[config.mk]
export PLATFORM = sky130hd
export DESIGN_NAME = pss_detector
export DESIGN_NICKNAME = d
export VERILOG_FILES = /design/src/source/pss_pkg.sv /design/src/source/detection_counters.sv /design/src/source/nid2_decision_fsm.sv /design/src/source/peak_detector.sv /design/src/source/pss_detector.sv /design/src/source/sync_fifo.sv
export VERILOG_INCLUDE_DIRS = /design/src /design/src/source
export SDC_FILE = /design/constraint.sdc
export NUM_CORES = 2
export LEC_CHECK = 0
export ABC_AREA = 1
export ABC_CLOCK_PERIOD_IN_PS = 13980
export BUFFER_PORTS_ARGS = -buffer_cell sky130_fd_sc_hd__buf_2
export CAP_MARGIN = 5
export CORE_UTILIZATION = 67
export DETAILED_ROUTE_END_ITERATION = 8
export PLACE_DENSITY = 0.84
export SLEW_MARGIN = 20
export SYNTH_ARGS = -nofsm -noshare
export SYNTH_HDL_FRONTEND = slang
export SYNTH_HIERARCHICAL = 1
export SYNTH_SLANG_ARGS = --single-unit
[constraint.sdc]
create_clock -name clk_i -period 13.98 [get_ports clk_i]
set_clock_uncertainty 0.1 [all_clocks]
set_input_delay 4.194 -clock clk_i [delete_from_list [all_inputs] [get_ports clk_i]]
set_output_delay 4.194 -clock clk_i [all_outputs]
set_load 0.02 [all_outputs]
[src/source/pss_params.svh]
`ifndef PSS_PARAMS_SVH
`define PSS_PARAMS_SVH

// ------------------------------
// data widths
// ------------------------------
// one I/Q sample, 16 bit real and 16 bit imaginary
`define PSS_SAMPLE_DW 32
`define PSS_CORR_DW 16
`define PSS_COUNT_DW 32

// ------------------------------
// detection
// ------------------------------
// average window, LOG2 must match LEN
`define PSS_WINDOW_LEN 8
`define PSS_WINDOW_LOG2 3
// decisions dropped after reset or clear
`define PSS_WARMUP_LEN 8

// entries per FIFO, power of two
`define PSS_FIFO_DEPTH 32

`endif

[src/source/pss_pkg.sv]
`include "pss_params.svh"

package pss_pkg;

    typedef logic [`PSS_SAMPLE_DW-1:0] sample_t;
    typedef logic [`PSS_CORR_DW-1:0] corr_mag_t;

    // value 3 is not listed and falls back to pause
    typedef enum logic [1:0] {
        MODE_SEARCH = 2'd0,
        MODE_FIND   = 2'd1,
        MODE_PAUSE  = 2'd2
    } mode_t;

    typedef logic [1:0] nid2_t;

    // one decision as it sits in the decision FIFO
    typedef struct packed {
        nid2_t nid2;
        logic  hit;
    } peak_entry_t;

endpackage

[src/source/detection_counters.sv]
`timescale 1ns/10ps
`include "pss_params.svh"

module detection_counters (
    input  logic                     clk_i,
    input  logic                     reset_ni,
    input  logic                     reset_int_n,
    input  logic                     decision_valid_i,
    input  logic                     peak0_i,
    input  logic                     peak1_i,
    input  logic                     peak2_i,
    input  logic                     peak_valid_i,
    output logic                     keep_o,
    output logic [`PSS_COUNT_DW-1:0] peak_count0_o,
    output logic [`PSS_COUNT_DW-1:0] peak_count1_o,
    output logic [`PSS_COUNT_DW-1:0] peak_count2_o
);

    localparam int WARM_DW = $clog2(`PSS_WARMUP_LEN + 1);

    logic [WARM_DW-1:0]       warm_cnt_q;
    logic                     warm_done;
    logic [2:0]               peak_flags;
    logic [`PSS_COUNT_DW-1:0] peak_cnt_q [3];

    // ------------------------------
    // warm-up gate
    // ------------------------------
    assign warm_done = warm_cnt_q == WARM_DW'(`PSS_WARMUP_LEN);

    always_ff @(posedge clk_i) begin
        if (!reset_int_n) begin
            warm_cnt_q <= '0;
            keep_o <= 1'b0;
        end else begin
            keep_o <= decision_valid_i && warm_done;
            // saturates once warm-up is over
            if (decision_valid_i && !warm_done) begin
                warm_cnt_q <= warm_cnt_q + 1'b1;
            end
        end
    end

    // ------------------------------
    // peak counters
    // ------------------------------
    assign peak_flags = {peak2_i, peak1_i, peak0_i};

    // survive clear_ni, only a full reset zeroes them
    always_ff @(posedge clk_i) begin
        if (!reset_ni) begin
            for (int i = 0; i < 3; i++) begin
                peak_cnt_q[i] <= '0;
            end
        end else if (peak_valid_i) begin
            for (int i = 0; i < 3; i++) begin
                if (peak_flags[i]) begin
                    peak_cnt_q[i] <= peak_cnt_q[i] + 1'b1;
                end
            end
        end
    end

    assign peak_count0_o = peak_cnt_q[0];
    assign peak_count1_o = peak_cnt_q[1];
    assign peak_count2_o = peak_cnt_q[2];

endmodule

[src/source/nid2_decision_fsm.sv]
`timescale 1ns/10ps

module nid2_decision_fsm (
    input  logic            clk_i,
    input  logic            reset_int_n,
    input  pss_pkg::mode_t  mode_i,
    input  pss_pkg::nid2_t  requested_n_id_2_i,
    input  logic            peak0_i,
    input  logic            peak1_i,
    input  logic            peak2_i,
    input  logic            peak_valid_i,
    output logic            corr_en_o,
    output logic            decision_valid_o,
    output pss_pkg::nid2_t  nid2_o,
    output logic            hit_o
);

    logic [2:0]     peaks;
    logic           unique_peak;
    pss_pkg::nid2_t peak_idx;
    logic           hit;

    assign peaks = {peak2_i, peak1_i, peak0_i};

    // a decision needs exactly one correlator reporting a peak
    always_comb begin
        unique_peak = 1'b1;
        case (peaks)
            3'b001: peak_idx = 2'd0;
            3'b010: peak_idx = 2'd1;
            3'b100: peak_idx = 2'd2;
            default: begin
                peak_idx = 2'd0;
                unique_peak = 1'b0;
            end
        endcase
    end

    always_comb begin
        case (mode_i)
            pss_pkg::MODE_SEARCH: hit = unique_peak;
            pss_pkg::MODE_FIND: hit = unique_peak && (peak_idx == requested_n_id_2_i);
            // pause and the unused code
            default: hit = 1'b0;
        endcase
    end

    always_ff @(posedge clk_i) begin
        if (!reset_int_n) begin
            corr_en_o <= 1'b0;
            decision_valid_o <= 1'b0;
            hit_o <= 1'b0;
        end else begin
            corr_en_o <= (mode_i == pss_pkg::MODE_SEARCH) || (mode_i == pss_pkg::MODE_FIND);
            decision_valid_o <= peak_valid_i;
            if (peak_valid_i) begin
                hit_o <= hit;
            end
        end
    end

    always_ff @(posedge clk_i) begin
        if (peak_valid_i) begin
            nid2_o <= peak_idx;
        end
    end

endmodule

[src/source/peak_detector.sv]
`timescale 1ns/10ps
`include "pss_params.svh"

module peak_detector (
    input  logic               clk_i,
    input  logic               reset_int_n,
    input  pss_pkg::corr_mag_t corr_i,
    input  logic               corr_valid_i,
    input  logic               enable_i,
    input  pss_pkg::corr_mag_t noise_limit_i,
    input  logic [2:0]         detection_shift_i,
    output logic               peak_o,
    output logic               peak_valid_o
);

    localparam int CORR_DW = `PSS_CORR_DW;
    localparam int SUM_DW = CORR_DW + `PSS_WINDOW_LOG2;
    // headroom for the largest detection shift
    localparam int SHIFT_HEAD = 7;
    localparam int THR_DW = CORR_DW + SHIFT_HEAD;

    pss_pkg::corr_mag_t window_q [`PSS_WINDOW_LEN];
    logic [SUM_DW-1:0]  sum_q;
    pss_pkg::corr_mag_t average;
    logic [THR_DW-1:0]  threshold;
    logic               above_noise;
    logic               above_avg;

    // upper bits of the sum are the sum divided by the window length
    assign average = sum_q[SUM_DW-1 -: CORR_DW];
    assign threshold = {{SHIFT_HEAD{1'b0}}, average} << detection_shift_i;

    assign above_noise = corr_i > noise_limit_i;
    assign above_avg = {{SHIFT_HEAD{1'b0}}, corr_i} > threshold;

    always_ff @(posedge clk_i) begin
        if (!reset_int_n) begin
            for (int i = 0; i < `PSS_WINDOW_LEN; i++) begin
                window_q[i] <= '0;
            end
            sum_q <= '0;
            peak_o <= 1'b0;
            peak_valid_o <= 1'b0;
        end else begin
            peak_valid_o <= corr_valid_i;
            if (corr_valid_i) begin
                // compare against the older values, then slide the window
                peak_o <= enable_i && above_noise && above_avg;
                window_q[0] <= corr_i;
                for (int i = 1; i < `PSS_WINDOW_LEN; i++) begin
                    window_q[i] <= window_q[i-1];
                end
                sum_q <= sum_q + corr_i - window_q[`PSS_WINDOW_LEN-1];
            end
        end
    end

endmodule

[src/source/pss_detector.sv]
`timescale 1ns/10ps
`include "pss_params.svh"

module pss_detector (
    input  logic                     clk_i,
    input  logic                     reset_ni,
    input  logic                     clear_ni,
    input  pss_pkg::sample_t         sample_i,
    input  logic                     sample_valid_i,
    input  pss_pkg::corr_mag_t       corr0_i,
    input  pss_pkg::corr_mag_t       corr1_i,
    input  pss_pkg::corr_mag_t       corr2_i,
    input  logic                     corr_valid_i,
    input  pss_pkg::mode_t           mode_i,
    input  pss_pkg::nid2_t           requested_n_id_2_i,
    input  pss_pkg::corr_mag_t       noise_limit_i,
    input  logic [2:0]               detection_shift_i,
    output pss_pkg::sample_t         m_data_o,
    output logic                     m_valid_o,
    output pss_pkg::nid2_t           n_id_2_o,
    output logic                     n_id_2_valid_o,
    output logic [`PSS_COUNT_DW-1:0] peak_count0_o,
    output logic [`PSS_COUNT_DW-1:0] peak_count1_o,
    output logic [`PSS_COUNT_DW-1:0] peak_count2_o
);

    logic                 reset_int_n;
    pss_pkg::corr_mag_t   corr_in [3];
    logic [2:0]           peak;
    logic [2:0]           peak_valid;
    logic                 all_valid;
    logic                 corr_en;
    logic                 dec_valid;
    pss_pkg::nid2_t       dec_nid2;
    logic                 dec_hit;
    logic                 keep;
    pss_pkg::peak_entry_t entry_q;
    pss_pkg::peak_entry_t entry_out;
    logic                 sample_empty;
    logic                 sample_full;
    logic                 entry_empty;
    logic                 entry_full;
    logic                 sample_pop;
    logic                 entry_pop;

    // clear_ni restarts detection but leaves the peak counters alone
    assign reset_int_n = reset_ni && clear_ni;

    // ------------------------------
    // peak detection and decision
    // ------------------------------
    assign corr_in[0] = corr0_i;
    assign corr_in[1] = corr1_i;
    assign corr_in[2] = corr2_i;

    for (genvar i = 0; i < 3; i++) begin : gen_peak
        peak_detector i_peak_detector (
            .clk_i             (clk_i),
            .reset_int_n       (reset_int_n),
            .corr_i            (corr_in[i]),
            .corr_valid_i      (corr_valid_i),
            .enable_i          (corr_en),
            .noise_limit_i     (noise_limit_i),
            .detection_shift_i (detection_shift_i),
            .peak_o            (peak[i]),
            .peak_valid_o      (peak_valid[i])
        );
    end

    // the three detectors run in lockstep
    assign all_valid = &peak_valid;

    nid2_decision_fsm i_nid2_decision_fsm (
        .clk_i              (clk_i),
        .reset_int_n        (reset_int_n),
        .mode_i             (mode_i),
        .requested_n_id_2_i (requested_n_id_2_i),
        .peak0_i            (peak[0]),
        .peak1_i            (peak[1]),
        .peak2_i            (peak[2]),
        .peak_valid_i       (all_valid),
        .corr_en_o          (corr_en),
        .decision_valid_o   (dec_valid),
        .nid2_o             (dec_nid2),
        .hit_o              (dec_hit)
    );

    detection_counters i_detection_counters (
        .clk_i            (clk_i),
        .reset_ni         (reset_ni),
        .reset_int_n      (reset_int_n),
        .decision_valid_i (dec_valid),
        .peak0_i          (peak[0]),
        .peak1_i          (peak[1]),
        .peak2_i          (peak[2]),
        .peak_valid_i     (all_valid),
        .keep_o           (keep),
        .peak_count0_o    (peak_count0_o),
        .peak_count1_o    (peak_count1_o),
        .peak_count2_o    (peak_count2_o)
    );

    // entry lines up with keep, which comes a cycle after the decision
    always_ff @(posedge clk_i) begin
        entry_q.nid2 <= dec_nid2;
        entry_q.hit <= dec_hit;
    end

    // ------------------------------
    // output FIFOs
    // ------------------------------
    sync_fifo #(
        .payload_t (pss_pkg::sample_t)
    ) i_sample_fifo (
        .clk_i       (clk_i),
        .reset_int_n (reset_int_n),
        .push_i      (sample_valid_i),
        .data_i      (sample_i),
        .pop_i       (sample_pop),
        .data_o      (m_data_o),
        .empty_o     (sample_empty),
        .full_o      (sample_full)
    );

    sync_fifo #(
        .payload_t (pss_pkg::peak_entry_t)
    ) i_entry_fifo (
        .clk_i       (clk_i),
        .reset_int_n (reset_int_n),
        .push_i      (keep),
        .data_i      (entry_q),
        .pop_i       (entry_pop),
        .data_o      (entry_out),
        .empty_o     (entry_empty),
        .full_o      (entry_full)
    );

    // rate 1: one decision may leave with each sample
    assign sample_pop = !sample_empty;
    assign entry_pop = sample_pop && !entry_empty;

    assign m_valid_o = sample_pop;
    assign n_id_2_valid_o = entry_pop && entry_out.hit;
    assign n_id_2_o = entry_out.nid2;

endmodule

[src/source/sync_fifo.sv]
`timescale 1ns/10ps
`include "pss_params.svh"

module sync_fifo #(
    parameter type payload_t = logic,
    parameter int  DEPTH = `PSS_FIFO_DEPTH
) (
    input  logic     clk_i,
    input  logic     reset_int_n,
    input  logic     push_i,
    input  payload_t data_i,
    input  logic     pop_i,
    output payload_t data_o,
    output logic     empty_o,
    output logic     full_o
);

    localparam int ADDR_W = $clog2(DEPTH);

    payload_t        mem [DEPTH];
    payload_t        head_q;
    logic [ADDR_W:0] wr_ptr_q;
    logic [ADDR_W:0] rd_ptr_q;
    logic [ADDR_W:0] rd_ptr_nxt;
    logic            push_do;
    logic            pop_do;

    // extra pointer bit tells full from empty
    assign empty_o = wr_ptr_q == rd_ptr_q;
    assign full_o = (wr_ptr_q[ADDR_W-1:0] == rd_ptr_q[ADDR_W-1:0])
                    && (wr_ptr_q[ADDR_W] != rd_ptr_q[ADDR_W]);

    assign push_do = push_i && !full_o;
    assign pop_do = pop_i && !empty_o;
    assign rd_ptr_nxt = rd_ptr_q + pop_do;

    // ------------------------------
    // pointers
    // ------------------------------
    always_ff @(posedge clk_i) begin
        if (!reset_int_n) begin
            wr_ptr_q <= '0;
            rd_ptr_q <= '0;
        end else begin
            if (push_do) begin
                wr_ptr_q <= wr_ptr_q + 1'b1;
            end
            rd_ptr_q <= rd_ptr_nxt;
        end
    end

    // ------------------------------
    // storage and output register
    // ------------------------------
    always_ff @(posedge clk_i) begin
        if (push_do) begin
            mem[wr_ptr_q[ADDR_W-1:0]] <= data_i;
        end
        // new head is the word being written when nothing else is left
        if (push_do && (rd_ptr_nxt == wr_ptr_q)) begin
            head_q <= data_i;
        end else begin
            head_q <= mem[rd_ptr_nxt[ADDR_W-1:0]];
        end
    end

    assign data_o = head_q;

endmodule

; ---- Word level (Yosys, flattened, before mapping)
; Memories as Yosys holds them, arrays and structs flattened.
; Cells that the tools add are included.
[totals]
word_cells = 172
out_inout_bits = 132
ramBits = 1600
ff_bits = 133
n_memories = 6
[memory_table]
columns = memory, depth, word_bits, read_ports, rd_ports_with_merged_regs, write_ports, line
row1 = i_sample_fifo.mem, 32, 32, 1, 0, 1, sync_fifo.sv:20  ; payload_t mem [DEPTH];
row2 = gen_peak[0].i_peak_detector.window_q, 8, 16, 8, 0, 8, peak_detector.sv:22  ; pss_pkg::corr_mag_t window_q [`PSS_WINDOW_LEN];
row3 = gen_peak[1].i_peak_detector.window_q, 8, 16, 8, 0, 8, peak_detector.sv:22
row4 = gen_peak[2].i_peak_detector.window_q, 8, 16, 8, 0, 8, peak_detector.sv:22
row5 = i_detection_counters.peak_cnt_q, 3, 32, 3, 0, 3, detection_counters.sv:24  ; logic [`PSS_COUNT_DW-1:0] peak_cnt_q [3];
row6 = i_entry_fifo.mem, 32, 3, 1, 0, 1, sync_fifo.sv:20
[op_classes]
bitwise_logic = 27
n_eq_ne = 14
n_addsub = 14
magnitude_cmp = 6
n_reduce_logical = 27
n_mux = 53
shift = 3
[op_table]
columns = cell, count
row1 = $mux W16, 24
row2 = $mux W32, 4
row3 = $add A32 B1 Y32 const B, 3
row4 = $gt A16 B23 Y1, 3
row5 = $shl A16 B3 Y23, 3
row6 = $add A19 B16 Y19, 3
row7 = $sub A19 B16 Y19, 3
row8 = $gt A16 B16 Y1, 3
row9 = $or A1 B1 Y1, 27
row10 = $eq A6 B6 Y1, 4
row11 = $mux W1, 22
row12 = $logic_and A1 B1 Y1, 19
row13 = $add A6 B1 Y6, 2
row14 = $add A6 B1 Y6 const B, 2
row15 = $eq A5 B5 Y1, 2
row16 = $logic_not A1 Y1, 5
row17 = $add A4 B1 Y4 const B, 1
row18 = $eq A4 B4 Y1 const B, 1
row19 = $pmux W2 S2, 1
row20 = $eq A3 B1 Y1 const B, 1
row21 = $eq A3 B2 Y1 const B, 1
row22 = $eq A3 B3 Y1 const B, 1
row23 = $mux W3, 1
row24 = $reduce_or A3 Y1, 1
row25 = other kinds (6), 7

; ---- Depth between registers and ports, before layout
[logic_depth]
word_depth = 8
ltp_mapped = 26

; ---- Modules after synthesis
; Netlist, hierarchy kept.
[by_module_without_submodules]
columns = mod, area_per_inst_um2, n_inst, seq_area_each_um2, cells_each
row1 = sync_fifo (i_sample_fifo), 42883.6, 1, 31630.3, 3681
row2 = peak_detector (gen_peak[2].i_peak_detector), 8242.9, 1, 4264.1, 928
row3 = peak_detector (gen_peak[0].i_peak_detector), 8240.4, 1, 4264.1, 928
row4 = peak_detector (gen_peak[1].i_peak_detector), 8240.4, 1, 4264.1, 932
row5 = detection_counters, 6293.5, 1, 2982.9, 822
row6 = sync_fifo (i_entry_fifo), 5191.2, 1, 3183.1, 555
row7 = nid2_decision_fsm, 244.0, 1, 120.1, 32
row8 = pss_detector, 106.4, 1, 60.1, 14

; ---- Worst setup path after synthesis
; Ideal clock, no wire load.
[synth_path]
path_type = input port to flip-flop
startpoint = input port sample_valid_i
endpoint = memory i_sample_fifo/mem[31][0] in the netlist's numbering, enable pin
arrival_time_ns = 6.797
n_path_buf = 1
path_stages = 3
required_ns = 13.412
path_slack_ns = 6.615
setup_time_ns = 0.468
path_cell_list = nand2_2 > buf_4 > nor3b_1
[synth_via]
elab_chain_len = 3
[synth_lines]
columns = item, line
row1 = "start, declared", pss_detector.sv:9  ; input logic sample_valid_i,
row2 = $logic_and A1 B1 Y1, sync_fifo.sv:33  ; assign push_do = push_i && !full_o;
row3 = $mux W1, sync_fifo.sv:56  ; if (push_do) begin
row4 = $mux W1 (not written as such), sync_fifo.sv:57  ; mem[wr_ptr_q[ADDR_W-1:0]] <= data_i;
row5 = "end, declared", sync_fifo.sv:20
; Every way passes these cells.

; ---- Final worst setup path
[layout_path]
startpoint = input port reset_ni
endpoint = register gen_peak[2].i_peak_detector.peak_o
[layout_via]
elab_chain_len = 1
[layout_lines]
columns = item, line
row1 = "start, declared", pss_detector.sv:6  ; input logic reset_ni,
row2 = $logic_and A1 B1 Y1, pss_detector.sv:47  ; assign reset_int_n = reset_ni && clear_ni;
row3 = named net reset_int_n, pss_detector.sv:27  ; logic reset_int_n;
row4 = "end signal, assigned", peak_detector.sv:48  ; peak_o <= enable_i && above_noise && above_avg;
row5 = "end, declared", peak_detector.sv:12  ; output logic peak_o,
; The timed path passes the listed nets, and every way through them passes these cells.
; A chain may end at the register's enable or synchronous reset.

==> flow_summary_export.csv <==
group,metric,value,unit
setup_path,cp_cell_sequence,"buf_2 > nand2_1 > inv_4 > buf_4 > nand2_4 > inv_1 > nand2_1 > a21oi_1 > nand3_1 > nor2_1 > nand3_1 > nand2_1",
place,place_hpwl,120.0,mm
routing,wl_per_cell,20.88,um
die,fp.dieArea,119900,um^2
power,pwr-share-seq,50.6,%
clock_network,cts_buffers,168,
timing,setup_viol,0,
setup_path,path_class,"primary input to register",
place,portBuffers,239,
power,peakVddDrop,0.1284,mV
routing,met2_length,97.73,mm
grt,gr-total-overflow,0,
timing,period_share,50.68,%
yosys,yosysWarnings,6,
worst_hold_path,hold_path.class,"register to register",
setup_path,cp_top_family,"buffers and inverters",
clock_network,cts.htree.levels,4,
grt,grt_max_degree,233,
clock_network,cts_tree,"built",
die,io_pins,240,
power,power_leakage,35.34,nW
routing,wl_met3,22.25,mm
job,drv_cap,0,
routing,drt_iter0_markers,7322,
place,routabilityCongestion,0.9576,
yosys,netlist_area,79430,um^2
setup_path,critical_path_buf_inv_count,4,
power,pwr-share-comb,8.8,%
clock_network,hold_buffers,0,
routing,wl,202.8,mm
clock_network,clk_latency,0.81,ns
outcome,status,"finished, final reports clean",
routing,drt-met1-wl,72.75,mm
routing,drcViolationCount,0,
yosys,synth_fp_nets,8216,
yosys,netlist_instances,7890,
finish,drive_gt1_share,8.841,%
grt,grt_pass1_vias,56400,
timing,hold_viol_final,0,
setup_path,crit_path_end_kind,"register",
yosys,synth.avg_cell_area,10.07,um^2
die,die_h,346.3,um
setup_path,startpoint_type,"primary input",
grt,antenna_found_initial,11,
routing,topRoutingLayerUsed,"met5",
power,power.density,130.8,nW/um^2
clock_network,cts_setup_buffers,0,
routing,ant_nets,0,
power,intPower,8.773,mW
routing,drt_first_pass_iters,6,
grt,grtUsageTotal,33.35,%
grt,grt_pass1_wl,309.1,mm
clock_network,clk_pin_slew,0.06,ns
clock_network,cts_sinks,1735,
timing,max_freq,141.2,MHz
die,die_x,346.3,um
routing,vias_per_cell,5.974,
setup_path,cp_common_cell,"nand2_1",
timing,worst_pin_slew,1.122,ns
routing,dr_total_vias,58010,
setup_path,slowest_stage,"buf_4",
setup_path,cp.required,14.59,ns
finish,final_nets,8363,
timing,maxSlewViolCount,0,
timing,slew_headroom,25.19,%
timing,rsz0062_at_grt,"no",
clock_network,cts.repair.resized,0,
die,initial_core_util,67.99,%
finish,syn2layout_area_growth,10.66,%
power,switchingPower,2.728,mW
setup_path,cp_max_fo,105,
power,switching_share,23.72,%
die,core,116800,um^2
setup_path,cpPeakStageDelay,0.70,ns
clock_network,cts_root_buffer,"clkbuf_16",
setup_path,cp_data_arrival_time,7.69,ns
timing,finalCriticalPeriod,7.085,ns
timing,setup_tns,0,ns
timing,timing.hold.ws,0.2966,ns
die,num_rows,125,
power,clkPwrFrac,40.6,%
clock_network,clockBufferDepth,3,
## cell usage in the layout (no fill, tap or decap), types with 16 or more instances in the layout
cell / count
nor2_2: 24
nand2_2: 26
edfxtp_1: 1602
dfxtp_1: 130
clkbuf_16: 172
a21oi_1: 182
nand2_1: 2318
bufinv_16: 19
ha_1: 168
nand4_1: 16
nor2_1: 649
nand3_1: 1061
nor3_1: 18
inv_1: 861
fa_1: 48
o21ai_1: 16
clkinv_1: 28
clkbuf_1: 40
xor2_1: 27
mux2i_1: 20
nor2_4: 48
buf_4: 47
buf_2: 239
o21ai_0: 186
clkinv_2: 22
## area by class of cell
| class | count | area, um^2 |
|---|---|---|
| diodes | 8 | 20.02 |
| clock buffers | 227 | 4661 |
| clock inverters | 84 | 1115 |
| fillers | 7197 | 28930 |
| inverters | 885 | 3357 |
| multi-input cells | 4941 | 24080 |
| flip-flops and latches | 1735 | 50770 |
| well taps | 1524 | 1907 |
| repair buffers | 306 | 1986 |
## power groups by stage
stage,Combinational (mW),Sequential [mW],Clock (mW)
floorplan,0.647,5.94,0
global placement,0.950,5.92,0
detailed placement,0.979,5.92,0
CTS,0.993,5.81,4.70
global route,1.13,5.82,4.90
finish,1.01,5.82,4.67
## routing by layer
metal	vias up	track usage, %
li1	26440	-
met1	27310	42.54
met2	3572	54.94
met3	680	6.730
met4	6	16.01
met5	-	0
## state kept, by name (all words and copies together) (netlist names)
signal	flops
i_detection_counters/peak_cnt_q	96
i_entry_fifo/data_o	3
i_sample_fifo/wr_ptr_q	6
i_entry_fifo/wr_ptr_q	6
i_detection_counters/warm_cnt_q	4
i_detection_counters/keep_o	1
i_nid2_decision_fsm/nid2_o	2
i_entry_fifo/mem	96
i_nid2_decision_fsm/decision_valid_o	1
gen_peak.i_peak_detector/peak_valid_o	3
gen_peak.i_peak_detector/sum_q	57
entry_q	3
gen_peak.i_peak_detector/window_q	384
i_sample_fifo/data_o	32
i_sample_fifo/mem	1024
gen_peak.i_peak_detector/peak_o	3
i_sample_fifo/rd_ptr_q	6
i_nid2_decision_fsm/hit_o	1
i_entry_fifo/rd_ptr_q	6
i_nid2_decision_fsm/corr_en_o	1
## worst register-to-register path, stage by stage, from the launching register on
cell and delay, ns:
dfxtp_1 0.56, inv_2 0.14, nand2_1 0.16, nand2_1 0.08, nand2_1 0.09, nor2_2 0.05, nand2_1 0.08, nor2_1 0.06
inv_2 0.24, o21ai_0 0.14, inv_1 0.13, ha_4 0.16, ha_4 0.35, inv_8 0.59, buf_4 0.93, buf_4 1.01
nand3_1 0.23, nand3_1 0.19, nand2_1 0.08, nand2_1 0.06, nand3_1 0.08, nand3_1 0.16, nand2_1 0.32
## final timing paths
check	end	cells past startpoint	slack, ns	startpoint
worst min-delay path	entry_q[0]	0	0.30	i_nid2_decision_fsm/hit_o
worst max register to register	i_sample_fifo/data_o[15]	22	7.79	i_sample_fifo/wr_ptr_q[3]
worst min register to register	entry_q[0]	0	0.30	i_nid2_decision_fsm/hit_o
worst max-delay path	gen_peak[2].i_peak_detector/peak_o	12	6.90	reset_ni
## through the flow
step	area, um^2	instances	power (mW)	setup WS (ns)	utilization [%]
after CTS	87760	9698	11.50	6.968	75.11
after global placement	81710	9375	6.868	6.146	69.94
after global routing	87890	9705	11.85	6.598	75.23
after detailed placement	81980	9387	6.900	6.194	70.17
after floorplan	79430	7890	6.583	6.616	-
final	87900	9710	11.50	6.895	75.24
Power figures use the tool's default switching activity.
